==> src/common/inputs_defines.svh <==
`ifndef INPUTS_DEFINES_SVH
`define INPUTS_DEFINES_SVH

// Fire buttons per joystick
`define INPUTS_BUTTONS 4

// Paddle centre position after reset
`define INPUTS_PADDLE_INIT 8'h80

// Saturation limits of the emulated paddle
`define INPUTS_PADDLE_MIN 8'h00
`define INPUTS_PADDLE_MAX 8'hff

// A real paddle takes over as soon as its reading moves
`define INPUTS_PADDLE_OVR(cur, last) ((cur) != (last))

`endif

==> src/common/inputs_pkg.sv <==
`default_nettype none

`include "inputs_defines.svh"

package inputs_pkg;

    // Joystick bundle, right is bit 0
    // Board and keyboard side are active high, game side active low
    typedef struct packed {
        logic [`INPUTS_BUTTONS-1:0] buttons;
        logic                       up;
        logic                       down;
        logic                       left;
        logic                       right;
    } joy_t;

    // System buttons, same polarity rules as joy_t
    typedef struct packed {
        logic [1:0] coin;
        logic [1:0] start;
        logic       service;
        logic       test;
        logic       tilt;
        logic [3:0] spare;
    } sys_t;

    // Mouse motion report
    typedef struct packed {
        logic signed [8:0] dx;  // positive moves right
        logic              st;  // one cycle update strobe
    } mouse_t;

    // Pause controller states
    typedef enum logic [1:0] {
        PAUSE_RUN,
        PAUSE_HOLD,
        PAUSE_STEP
    } pause_st_e;

endpackage

`default_nettype wire

==> src/joy_merge.sv <==
`default_nettype none
`timescale 1ns/1ps

`include "inputs_defines.svh"

module joy_merge #(
    parameter int BUTTONS = `INPUTS_BUTTONS
) (
    input  logic              clk,
    input  logic              rst_n,
    input  logic              rot,
    input  logic              rot_ccw,
    input  logic              locked,
    input  logic              key_reset,
    input  inputs_pkg::joy_t  board_joy1,
    input  inputs_pkg::joy_t  board_joy2,
    input  inputs_pkg::joy_t  key_joy1,
    input  inputs_pkg::joy_t  key_joy2,
    input  inputs_pkg::sys_t  board_sys,
    input  inputs_pkg::sys_t  key_sys,
    output inputs_pkg::joy_t  game_joy1,
    output inputs_pkg::joy_t  game_joy2,
    output inputs_pkg::sys_t  game_sys,
    output logic              soft_rst
);
    import inputs_pkg::*;

    localparam int NB = `INPUTS_BUTTONS;

    logic [NB-1:0] btn_used;
    joy_t          next_joy1;
    joy_t          next_joy2;
    logic          key_reset_l;

    // Rotate the stick directions for vertical screens, buttons untouched
    function automatic joy_t rotate_joy(input joy_t j, input logic en, input logic ccw);
        joy_t r;
        r = j;
        if (en && !ccw) begin
            r.up    = j.right;
            r.right = j.down;
            r.down  = j.left;
            r.left  = j.up;
        end else if (en && ccw) begin
            r.up    = j.left;
            r.left  = j.down;
            r.down  = j.right;
            r.right = j.up;
        end
        return r;
    endfunction

    // Buttons the game does not use stay released
    always_comb begin
        for (int i = 0; i < NB; i++) begin
            btn_used[i] = (i < BUTTONS);
        end
    end

    always_comb begin
        next_joy1 = ~rotate_joy(board_joy1 | key_joy1, rot, rot_ccw);
        next_joy2 = ~rotate_joy(board_joy2 | key_joy2, rot, rot_ccw);
        next_joy1.buttons = next_joy1.buttons | ~btn_used;
        next_joy2.buttons = next_joy2.buttons | ~btn_used;
    end

    always_ff @(posedge clk) begin
        if (!rst_n) begin
            game_joy1   <= '1;
            game_joy2   <= '1;
            game_sys    <= '1;
            soft_rst    <= 1'b0;
            key_reset_l <= 1'b0;
        end else begin
            // Locked board releases the sticks but not coin/start
            game_joy1   <= locked ? '1 : next_joy1;
            game_joy2   <= locked ? '1 : next_joy2;
            game_sys    <= ~(board_sys | key_sys);
            key_reset_l <= key_reset;
            soft_rst    <= key_reset & ~key_reset_l;
        end
    end

endmodule

`default_nettype wire

==> src/pause_ctrl.sv <==
`default_nettype none
`timescale 1ns/1ps

module pause_ctrl (
    input  logic clk,
    input  logic rst_n,
    input  logic key_pause,
    input  logic osd_pause,
    input  logic adv_frame,    // active low service press
    input  logic lvbl,
    output logic game_pause
);
    import inputs_pkg::*;

    pause_st_e st, st_next;
    logic      key_pause_l;
    logic      adv_frame_l;
    logic      lvbl_l;
    logic      pause_rise;
    logic      adv_fall;
    logic      vb_start;

    assign pause_rise = key_pause & ~key_pause_l;
    assign adv_fall   = adv_frame_l & ~adv_frame;
    assign vb_start   = lvbl_l & ~lvbl;

    always_comb begin
        st_next = st;
        case (st)
            PAUSE_RUN:  if (pause_rise) st_next = PAUSE_HOLD;
            PAUSE_HOLD: begin
                if (pause_rise) begin
                    st_next = PAUSE_RUN;
                end else if (adv_fall) begin
                    st_next = PAUSE_STEP;
                end
            end
            // One frame runs, then freeze again at the next blank
            PAUSE_STEP: if (vb_start) st_next = PAUSE_HOLD;
            default:    st_next = PAUSE_RUN;
        endcase
    end

    always_ff @(posedge clk) begin
        if (!rst_n) begin
            st          <= PAUSE_RUN;
            game_pause  <= 1'b0;
            key_pause_l <= 1'b0;
            adv_frame_l <= 1'b1;
            lvbl_l      <= 1'b1;
        end else begin
            st          <= st_next;
            game_pause  <= (st_next == PAUSE_HOLD) | osd_pause;
            key_pause_l <= key_pause;
            adv_frame_l <= adv_frame;
            lvbl_l      <= lvbl;
        end
    end

endmodule

`default_nettype wire

==> src/mouse_paddle.sv <==
`default_nettype none
`timescale 1ns/1ps

`include "inputs_defines.svh"

module mouse_paddle (
    input  logic               clk,
    input  logic               rst_n,
    input  inputs_pkg::mouse_t mouse,
    input  logic [1:0]         sensty,
    input  logic [7:0]         board_paddle,
    output logic [7:0]         game_paddle
);
    logic signed [8:0] dx_s;
    logic signed [8:0] step;
    logic        [9:0] sum;
    logic        [7:0] sat;
    logic        [7:0] board_l;

    // Higher sensty means slower paddle
    assign dx_s = mouse.dx;
    assign step = dx_s >>> sensty;
    assign sum  = {2'b00, game_paddle} + {step[8], step};

    // Bit 9 flags a sum below zero and bit 8 one past full scale
    always_comb begin
        if (sum[9]) begin
            sat = `INPUTS_PADDLE_MIN;
        end else if (sum[8]) begin
            sat = `INPUTS_PADDLE_MAX;
        end else begin
            sat = sum[7:0];
        end
    end

    // Last hardware paddle reading
    always_ff @(posedge clk) begin
        board_l <= board_paddle;
    end

    always_ff @(posedge clk) begin
        if (!rst_n) begin
            game_paddle <= `INPUTS_PADDLE_INIT;
        end else if (`INPUTS_PADDLE_OVR(board_paddle, board_l)) begin
            game_paddle <= board_paddle;
        end else if (mouse.st) begin
            game_paddle <= sat;
        end
    end

endmodule

`default_nettype wire

==> src/input_hub.sv <==
`default_nettype none
`timescale 1ns/1ps

module input_hub (
    input  logic               clk,
    input  logic               rst_n,
    input  logic               rot,
    input  logic               rot_ccw,
    input  logic               locked,
    input  logic               key_reset,
    input  inputs_pkg::joy_t   board_joy1,
    input  inputs_pkg::joy_t   board_joy2,
    input  inputs_pkg::joy_t   key_joy1,
    input  inputs_pkg::joy_t   key_joy2,
    input  inputs_pkg::sys_t   board_sys,
    input  inputs_pkg::sys_t   key_sys,
    input  logic               key_pause,
    input  logic               osd_pause,
    input  logic               lvbl,
    input  inputs_pkg::mouse_t mouse,
    input  logic [1:0]         sensty,
    input  logic [7:0]         board_paddle,
    output inputs_pkg::joy_t   game_joy1,
    output inputs_pkg::joy_t   game_joy2,
    output inputs_pkg::sys_t   game_sys,
    output logic               soft_rst,
    output logic               game_pause,
    output logic [7:0]         game_paddle
);

    joy_merge u_joy (
        .clk        ( clk        ),
        .rst_n      ( rst_n      ),
        .rot        ( rot        ),
        .rot_ccw    ( rot_ccw    ),
        .locked     ( locked     ),
        .key_reset  ( key_reset  ),
        .board_joy1 ( board_joy1 ),
        .board_joy2 ( board_joy2 ),
        .key_joy1   ( key_joy1   ),
        .key_joy2   ( key_joy2   ),
        .board_sys  ( board_sys  ),
        .key_sys    ( key_sys    ),
        .game_joy1  ( game_joy1  ),
        .game_joy2  ( game_joy2  ),
        .game_sys   ( game_sys   ),
        .soft_rst   ( soft_rst   )
    );

    // Service doubles as frame advance while paused
    pause_ctrl u_pause (
        .clk        ( clk              ),
        .rst_n      ( rst_n            ),
        .key_pause  ( key_pause        ),
        .osd_pause  ( osd_pause        ),
        .adv_frame  ( game_sys.service ),
        .lvbl       ( lvbl             ),
        .game_pause ( game_pause       )
    );

    mouse_paddle u_paddle (
        .clk          ( clk          ),
        .rst_n        ( rst_n        ),
        .mouse        ( mouse        ),
        .sensty       ( sensty       ),
        .board_paddle ( board_paddle ),
        .game_paddle  ( game_paddle  )
    );

endmodule

`default_nettype wire

==> config.mk <==
export PLATFORM = sky130hd
export DESIGN_NAME = input_hub
export DESIGN_NICKNAME = d
export VERILOG_FILES = /design/src/common/inputs_pkg.sv /design/src/joy_merge.sv /design/src/pause_ctrl.sv /design/src/mouse_paddle.sv /design/src/input_hub.sv
export VERILOG_INCLUDE_DIRS = /design/src /design/src/common
export SDC_FILE = /design/constraint.sdc
export NUM_CORES = 1
export LEC_CHECK = 0
export ABC_AREA = 1
export BUFFER_PORTS_ARGS = -buffer_cell sky130_fd_sc_hd__buf_2
export CORE_ASPECT_RATIO = 1.1
export CORE_UTILIZATION = 42
export CTS_CLUSTER_SIZE = 14
export DETAILED_ROUTE_END_ITERATION = 6
export GPL_TIMING_DRIVEN = 0
export HOLD_SLACK_MARGIN = 0.03
export PLACE_DENSITY = 0.76
export SETUP_SLACK_MARGIN = 0.2
export SLEW_MARGIN = 10
export SYNTH_ARGS = -nofsm -noshare
export SYNTH_HDL_FRONTEND = slang
export SYNTH_SLANG_ARGS = --single-unit
==> constraint.sdc <==
create_clock -name clk -period 1.8 [get_ports clk]
set_input_delay 0 -clock clk [delete_from_list [all_inputs] [get_ports clk]]
set_output_delay 0 -clock clk [all_outputs]
set_load 0.01 [all_outputs]
* Yosys cells after proc, flatten, opt, wreduce, memory -nomap -nowiden
Index checks and enable logic that the tools add are counted.
Operators by class: add/subtract/negate cells 1, equality and inequality tests 4, shift operators 1, muxes and demuxes 13, bitwise gates (word level) 16, reductions and logical operators 6
Operators with widths (count):
- 8-bit two-way mux | 4
- 4-bit two-way mux | 4
- 8-bit inverter | 2
- 8-bit bitwise OR | 2
- 11-bit inverter | 1
- 11-bit bitwise OR | 1
- 9-bit by 9-bit adder with 10-bit output | 1
- 9-bit by 2-bit >>> shifter with 9-bit output | 1
- 2-bit two-way mux | 4
- 8-bit inequality test | 1
- 2-bit case mux with 3 select lines | 1
- 1-bit inverter | 5
- 1-bit bitwise AND | 4
- 2-bit by 1-bit == test with 1-bit output, second input constant | 2
- 2-bit == test, second input constant | 1
- 1-bit logical AND | 2
- 2-bit logical NOT | 1
- 2-bit nonzero test | 1
- 2-bit OR reduction | 1
- 1-bit logical NOT | 1
- 1-bit bitwise OR | 1
Word-level totals: register bits 51, input bits 83, output and inout bits 37, logic and storage cells 66

* Logic depth before layout (Yosys ltp)
depth after elaboration 7, mapped depth 16, depth with buffers taken out 15

* By module
A second synthesis with hierarchy kept.
Unflattened totals: cells, all modules 408, area total of the unflattened synthesis 2705.1 µm²
Modules (own cells, without submodules):
- mouse_paddle | instances 1, cells each 259, area each 1508.9 µm²
- joy_merge | instances 1, cells each 115, area each 948.4 µm²
- pause_ctrl | instances 1, cells each 34, area each 247.7 µm²

* Worst setup path before layout
No wires, ideal clock.
kind input port to flip-flop, start input port sensty[0], end register u_paddle.game_paddle[0], setup time 0.132 ns, data arrival time 1.756 ns, setup slack -0.088 ns, stages on the path 14, buffers on the path 1, cells stage by stage clkbuf_1 > nand2_1 > o211ai_1 > o21ai_0 > ha_1 > fa_1 > nand3_2 > nand2_1 > nand2_2 > nand2_1 > nand2_1 > nand3_1 > nand3_1 > a21oi_1
Between the ends: cells in the longest elaborated chain, start to end 6
Ends and longest elaborated chain:
- start, declared | line input_hub.sv:21 | input logic [1:0] sensty,
- 9-bit by 2-bit >>> shifter with 9-bit output * | line mouse_paddle.sv:22 | assign step = dx_s >>> sensty;
- 9-bit by 9-bit adder with 10-bit output * | line mouse_paddle.sv:23 | assign sum = {2'b00, game_paddle} + {step[8], step};
- 8-bit two-way mux | line mouse_paddle.sv:29 | end else if (sum[8]) begin
- 8-bit two-way mux * | line mouse_paddle.sv:27 | if (sum[9]) begin
- 8-bit two-way mux * | line mouse_paddle.sv:46 | end else if (mouse.st) begin
- 8-bit two-way mux * | line mouse_paddle.sv:44 | end else if (`INPUTS_PADDLE_OVR(board_paddle, board_l)) begin
- end signal, assigned | line mouse_paddle.sv:43 | game_paddle <= `INPUTS_PADDLE_INIT;
- end signal, assigned | line mouse_paddle.sv:45 | game_paddle <= board_paddle;
- end signal, assigned | line mouse_paddle.sv:47 | game_paddle <= sat;
- end, declared | line mouse_paddle.sv:12 | output logic [7:0] game_paddle
Every way passes the cells marked *; elsewhere a longest branch is shown, timed or not. The select of a mux whose other input is x is not followed. A chain may end at the register's enable or synchronous reset.

* Final worst setup path
start register u_paddle.game_paddle[0], end register u_paddle.game_paddle[2]
Between the ends: cells in the longest elaborated chain, start to end 5
Ends and longest elaborated chain (line):
- 9-bit by 9-bit adder with 10-bit output * | mouse_paddle.sv:23
- 8-bit two-way mux | mouse_paddle.sv:29
- 8-bit two-way mux * | mouse_paddle.sv:27
- 8-bit two-way mux * | mouse_paddle.sv:46
- 8-bit two-way mux * | mouse_paddle.sv:44
Marked as above.

==> impl_metrics.json <==
{
  "boundaryPins": 120,
  "drc": 0,
  "die_w_um": 77.4,
  "max-slew-margin-rel_pct": 58.8,
  "netlist_top_cells_area": "dfxtp_1 (39%), nand2_1 (18%), inv_1 (8.9%)",
  "overflow": 0,
  "maxSlewViolCount": 0,
  "syn-cell-area_um2": 2630,
  "place_area_um2": 3350,
  "fillers": 388,
  "worst_slew_pin_slew_ns": 0.615,
  "drt-initial-drc-count": 175,
  "clock_latency_ns": 0.31,
  "async_flop_share_pct": 0,
  "p_per_area_nw_per_um2": 659,
  "grt_pass1_vias": 3524,
  "ys_warn_count": 0,
  "syn2layout_area_growth_pct": 71.6,
  "p_total_mw": 2.97,
  "fin_setup_tns_ns": 0,
  "initial_core_util_pct": 44.4,
  "cp-start-kind": "flip-flop",
  "wire_per_inst_um": 15.1,
  "fmax_mhz": 603,
  "antenna_found_initial": 0,
  "rows": 29,
  "max_cap_viol_count": 0,
  "critical_path_class": "flip-flop to flip-flop",
  "skew_ns": 0.0152,
  "setup_slack_ns": 0.140,
  "grt_max_degree": 17,
  "ys_types": 31,
  "crit_chain": "ha_4 -> fa_2 -> nand3_2 -> nand2_2 -> nand2_4 -> nand2_2 -> nand2_2 -> nand3_1 -> nand3_2 -> a21oi_1",
  "die_h_um": 84.9,
  "hold_viol_final": 0,
  "layout.cells.most_common_list": "nand2_1 (123), buf_2 (117), dlygate4sd3_1 (71)",
  "yosysSeqAreaShare_pct": 38.9,
  "timing.final.crit_share_pct": 92.2,
  "reg2reg_slack_ns": 0.14,
  "synth-edff-count": 0,
  "path_common_cell": "nand2_2",
  "final_common_cell": "nand2_1",
  "cp.arrival_ns": 1.83,
  "hold_slack_ns": 0.0364,
  "grt_usage_pct": 29.8,
  "grt_pass1_wl_mm": 15.4,
  "syn_inst": 392,
  "die_area_um2": 6570,
  "cpMaxStageDelayCell": "dfxtp_2",
  "crit_required_ns": 1.98,
  "drt_wl_total_mm": 10.1,
  "ys.flop_type": "dfxtp_1",
  "p_leak_nw": 2.25,
  "hold_class": "input port to flip-flop",
  "instances_no_fill": 674,
  "synth_seq_cells": 51,
  "dp.cells": 587,
  "critical_path.endpoint_type": "flip-flop",
  "cts_tree": "yes",
  "status": "completed",
  "dr_total_vias": 3441,
  "critPathMaxFanout": 5,
  "htreeDepth": 2,
  "min_period_ns": 1.66,
  "rsz0062_at_grt": "true",
  "core_um2": 5910,
  "diodes": 0,
  "detailed_place_hpwl_mm": 5.27,
  "critPathMaxStageDelay_ns": 0.35,
  "setup_viol": 0,
  "clk_pin_slew_worst_paths_ns": 0.10,
  "yosysTopAreaCell": "dfxtp_1",
  "final_nets": 688,
  "numCtsBuffers": 5,
  "io_buffers": 118,
  "peakVddDrop_mv": 0.534,
  "cts-root-buf": "clkbuf_8",
  "avgSynthCellArea_um2": 6.70,
  "postLayoutCoreUtil_pct": 76.2,
  "place_congestion": 0.810,
  "dp_slack_ns": -0.355,
  "layout-drive-gt1-share_pct": 33.2,
  "cts_buffer_depth": 2,
  "final_cell_area_um2": 4510,
  "synth_fp_nets": 484,
  "first_pass_iters": 4,
  "vias_per_cell": 5.11,
  "ant_nets": 0,
  "synth_top_area_share_pct": 38.9,
  "clock-sinks": 51
}
kinds of logic (layout without fill, tap and decap cells):
group,Yosys count,after routing,share of synthesized area [%]
mux,2,2,0.810
simple gates,197,197,32.3
fa+ha+maj,9,9,4.57
flops,51,51,38.9
compound gates,61,61,12.7
xor+xnor,1,1,0.334
buf+inv,71,276,10.4
state kept, by name (all words and copies together) (netlist names):
name	flops
u_pause.lvbl_l	1
u_pause.game_pause	1
u_pause.key_pause_l	1
u_pause.st	2
u_joy.game_joy2	8
u_joy.key_reset_l	1
u_joy.game_sys	11
u_pause.adv_frame_l	1
u_paddle.game_paddle	8
u_joy.soft_rst	1
u_paddle.board_l	8
u_joy.game_joy1	8
area by class of cell:
cell class,count,area [µm²],area share (%)
Multi-Input combinational cell,270,1580,35.1
Timing Repair Buffer,197,1380,30.5
Sequential cell,51,1030,22.9
Inverter,65,248,5.50
Tap cell,77,96.3,2.14
Clock buffer,6,82.6,1.83
Buffer,6,50.0,1.11
Clock inverter,2,38.8,0.861
Yosys cell counts (3+ instances only):
cell	number
nor2_1	24
clkbuf_1	3
inv_1	62
nand3_1	30
dfxtp_1	51
a21oi_1	18
o21ai_1	3
nor2_2	3
o21ai_0	29
clkinv_1	3
nand4_1	3
o22ai_1	3
ha_1	8
o2111ai_1	4
nand2_1	129
timing repair:
action,CTS,global route
resized for setup,16,51
buffers inserted,3,4
hold buffers,71,0
pin swaps,7,8
endpoints found under the setup margin,8,9
endpoints found under the hold margin,38,0
cloned,0,1
report_power, final:
| part | total [mW] | internal (mW) | switching [mW] |
|---|---|---|---|
| clock | 0.866 | 0.458 | 0.408 |
| combinational | 0.866 | 0.418 | 0.449 |
| sequential | 1.24 | 1.20 | 0.0390 |
per-layer routing:
metal	vias up	GRT usage (%)	wire [µm]
met5	-	0	0
met4	0	18.7	484
met3	46	7.10	635
met2	171	55.9	5280
met1	1572	29.3	3740
li1	1652	-	-
worst max-delay path, delay by kind of cell, from the launching register on:
family / cells / cell delay, ns
AO/OA/AOI/OAI: 1 / 0.07
adder cells (fa/ha/maj): 2 / 0.51
flip-flops: 1 / 0.35
AND/OR/NAND/NOR: 7 / 0.61
final timing paths:
path	start	to	cells past startpoint
worst min-delay path	key_joy1[2]	u_joy.game_joy1[0]	4
worst max register to register	u_paddle.game_paddle[0]	u_paddle.game_paddle[2]	10
worst min register to register	u_joy.key_reset_l	u_joy.soft_rst	1
worst max-delay path	u_paddle.game_paddle[0]	u_paddle.game_paddle[2]	10
Power figures use the tool's default switching activity.
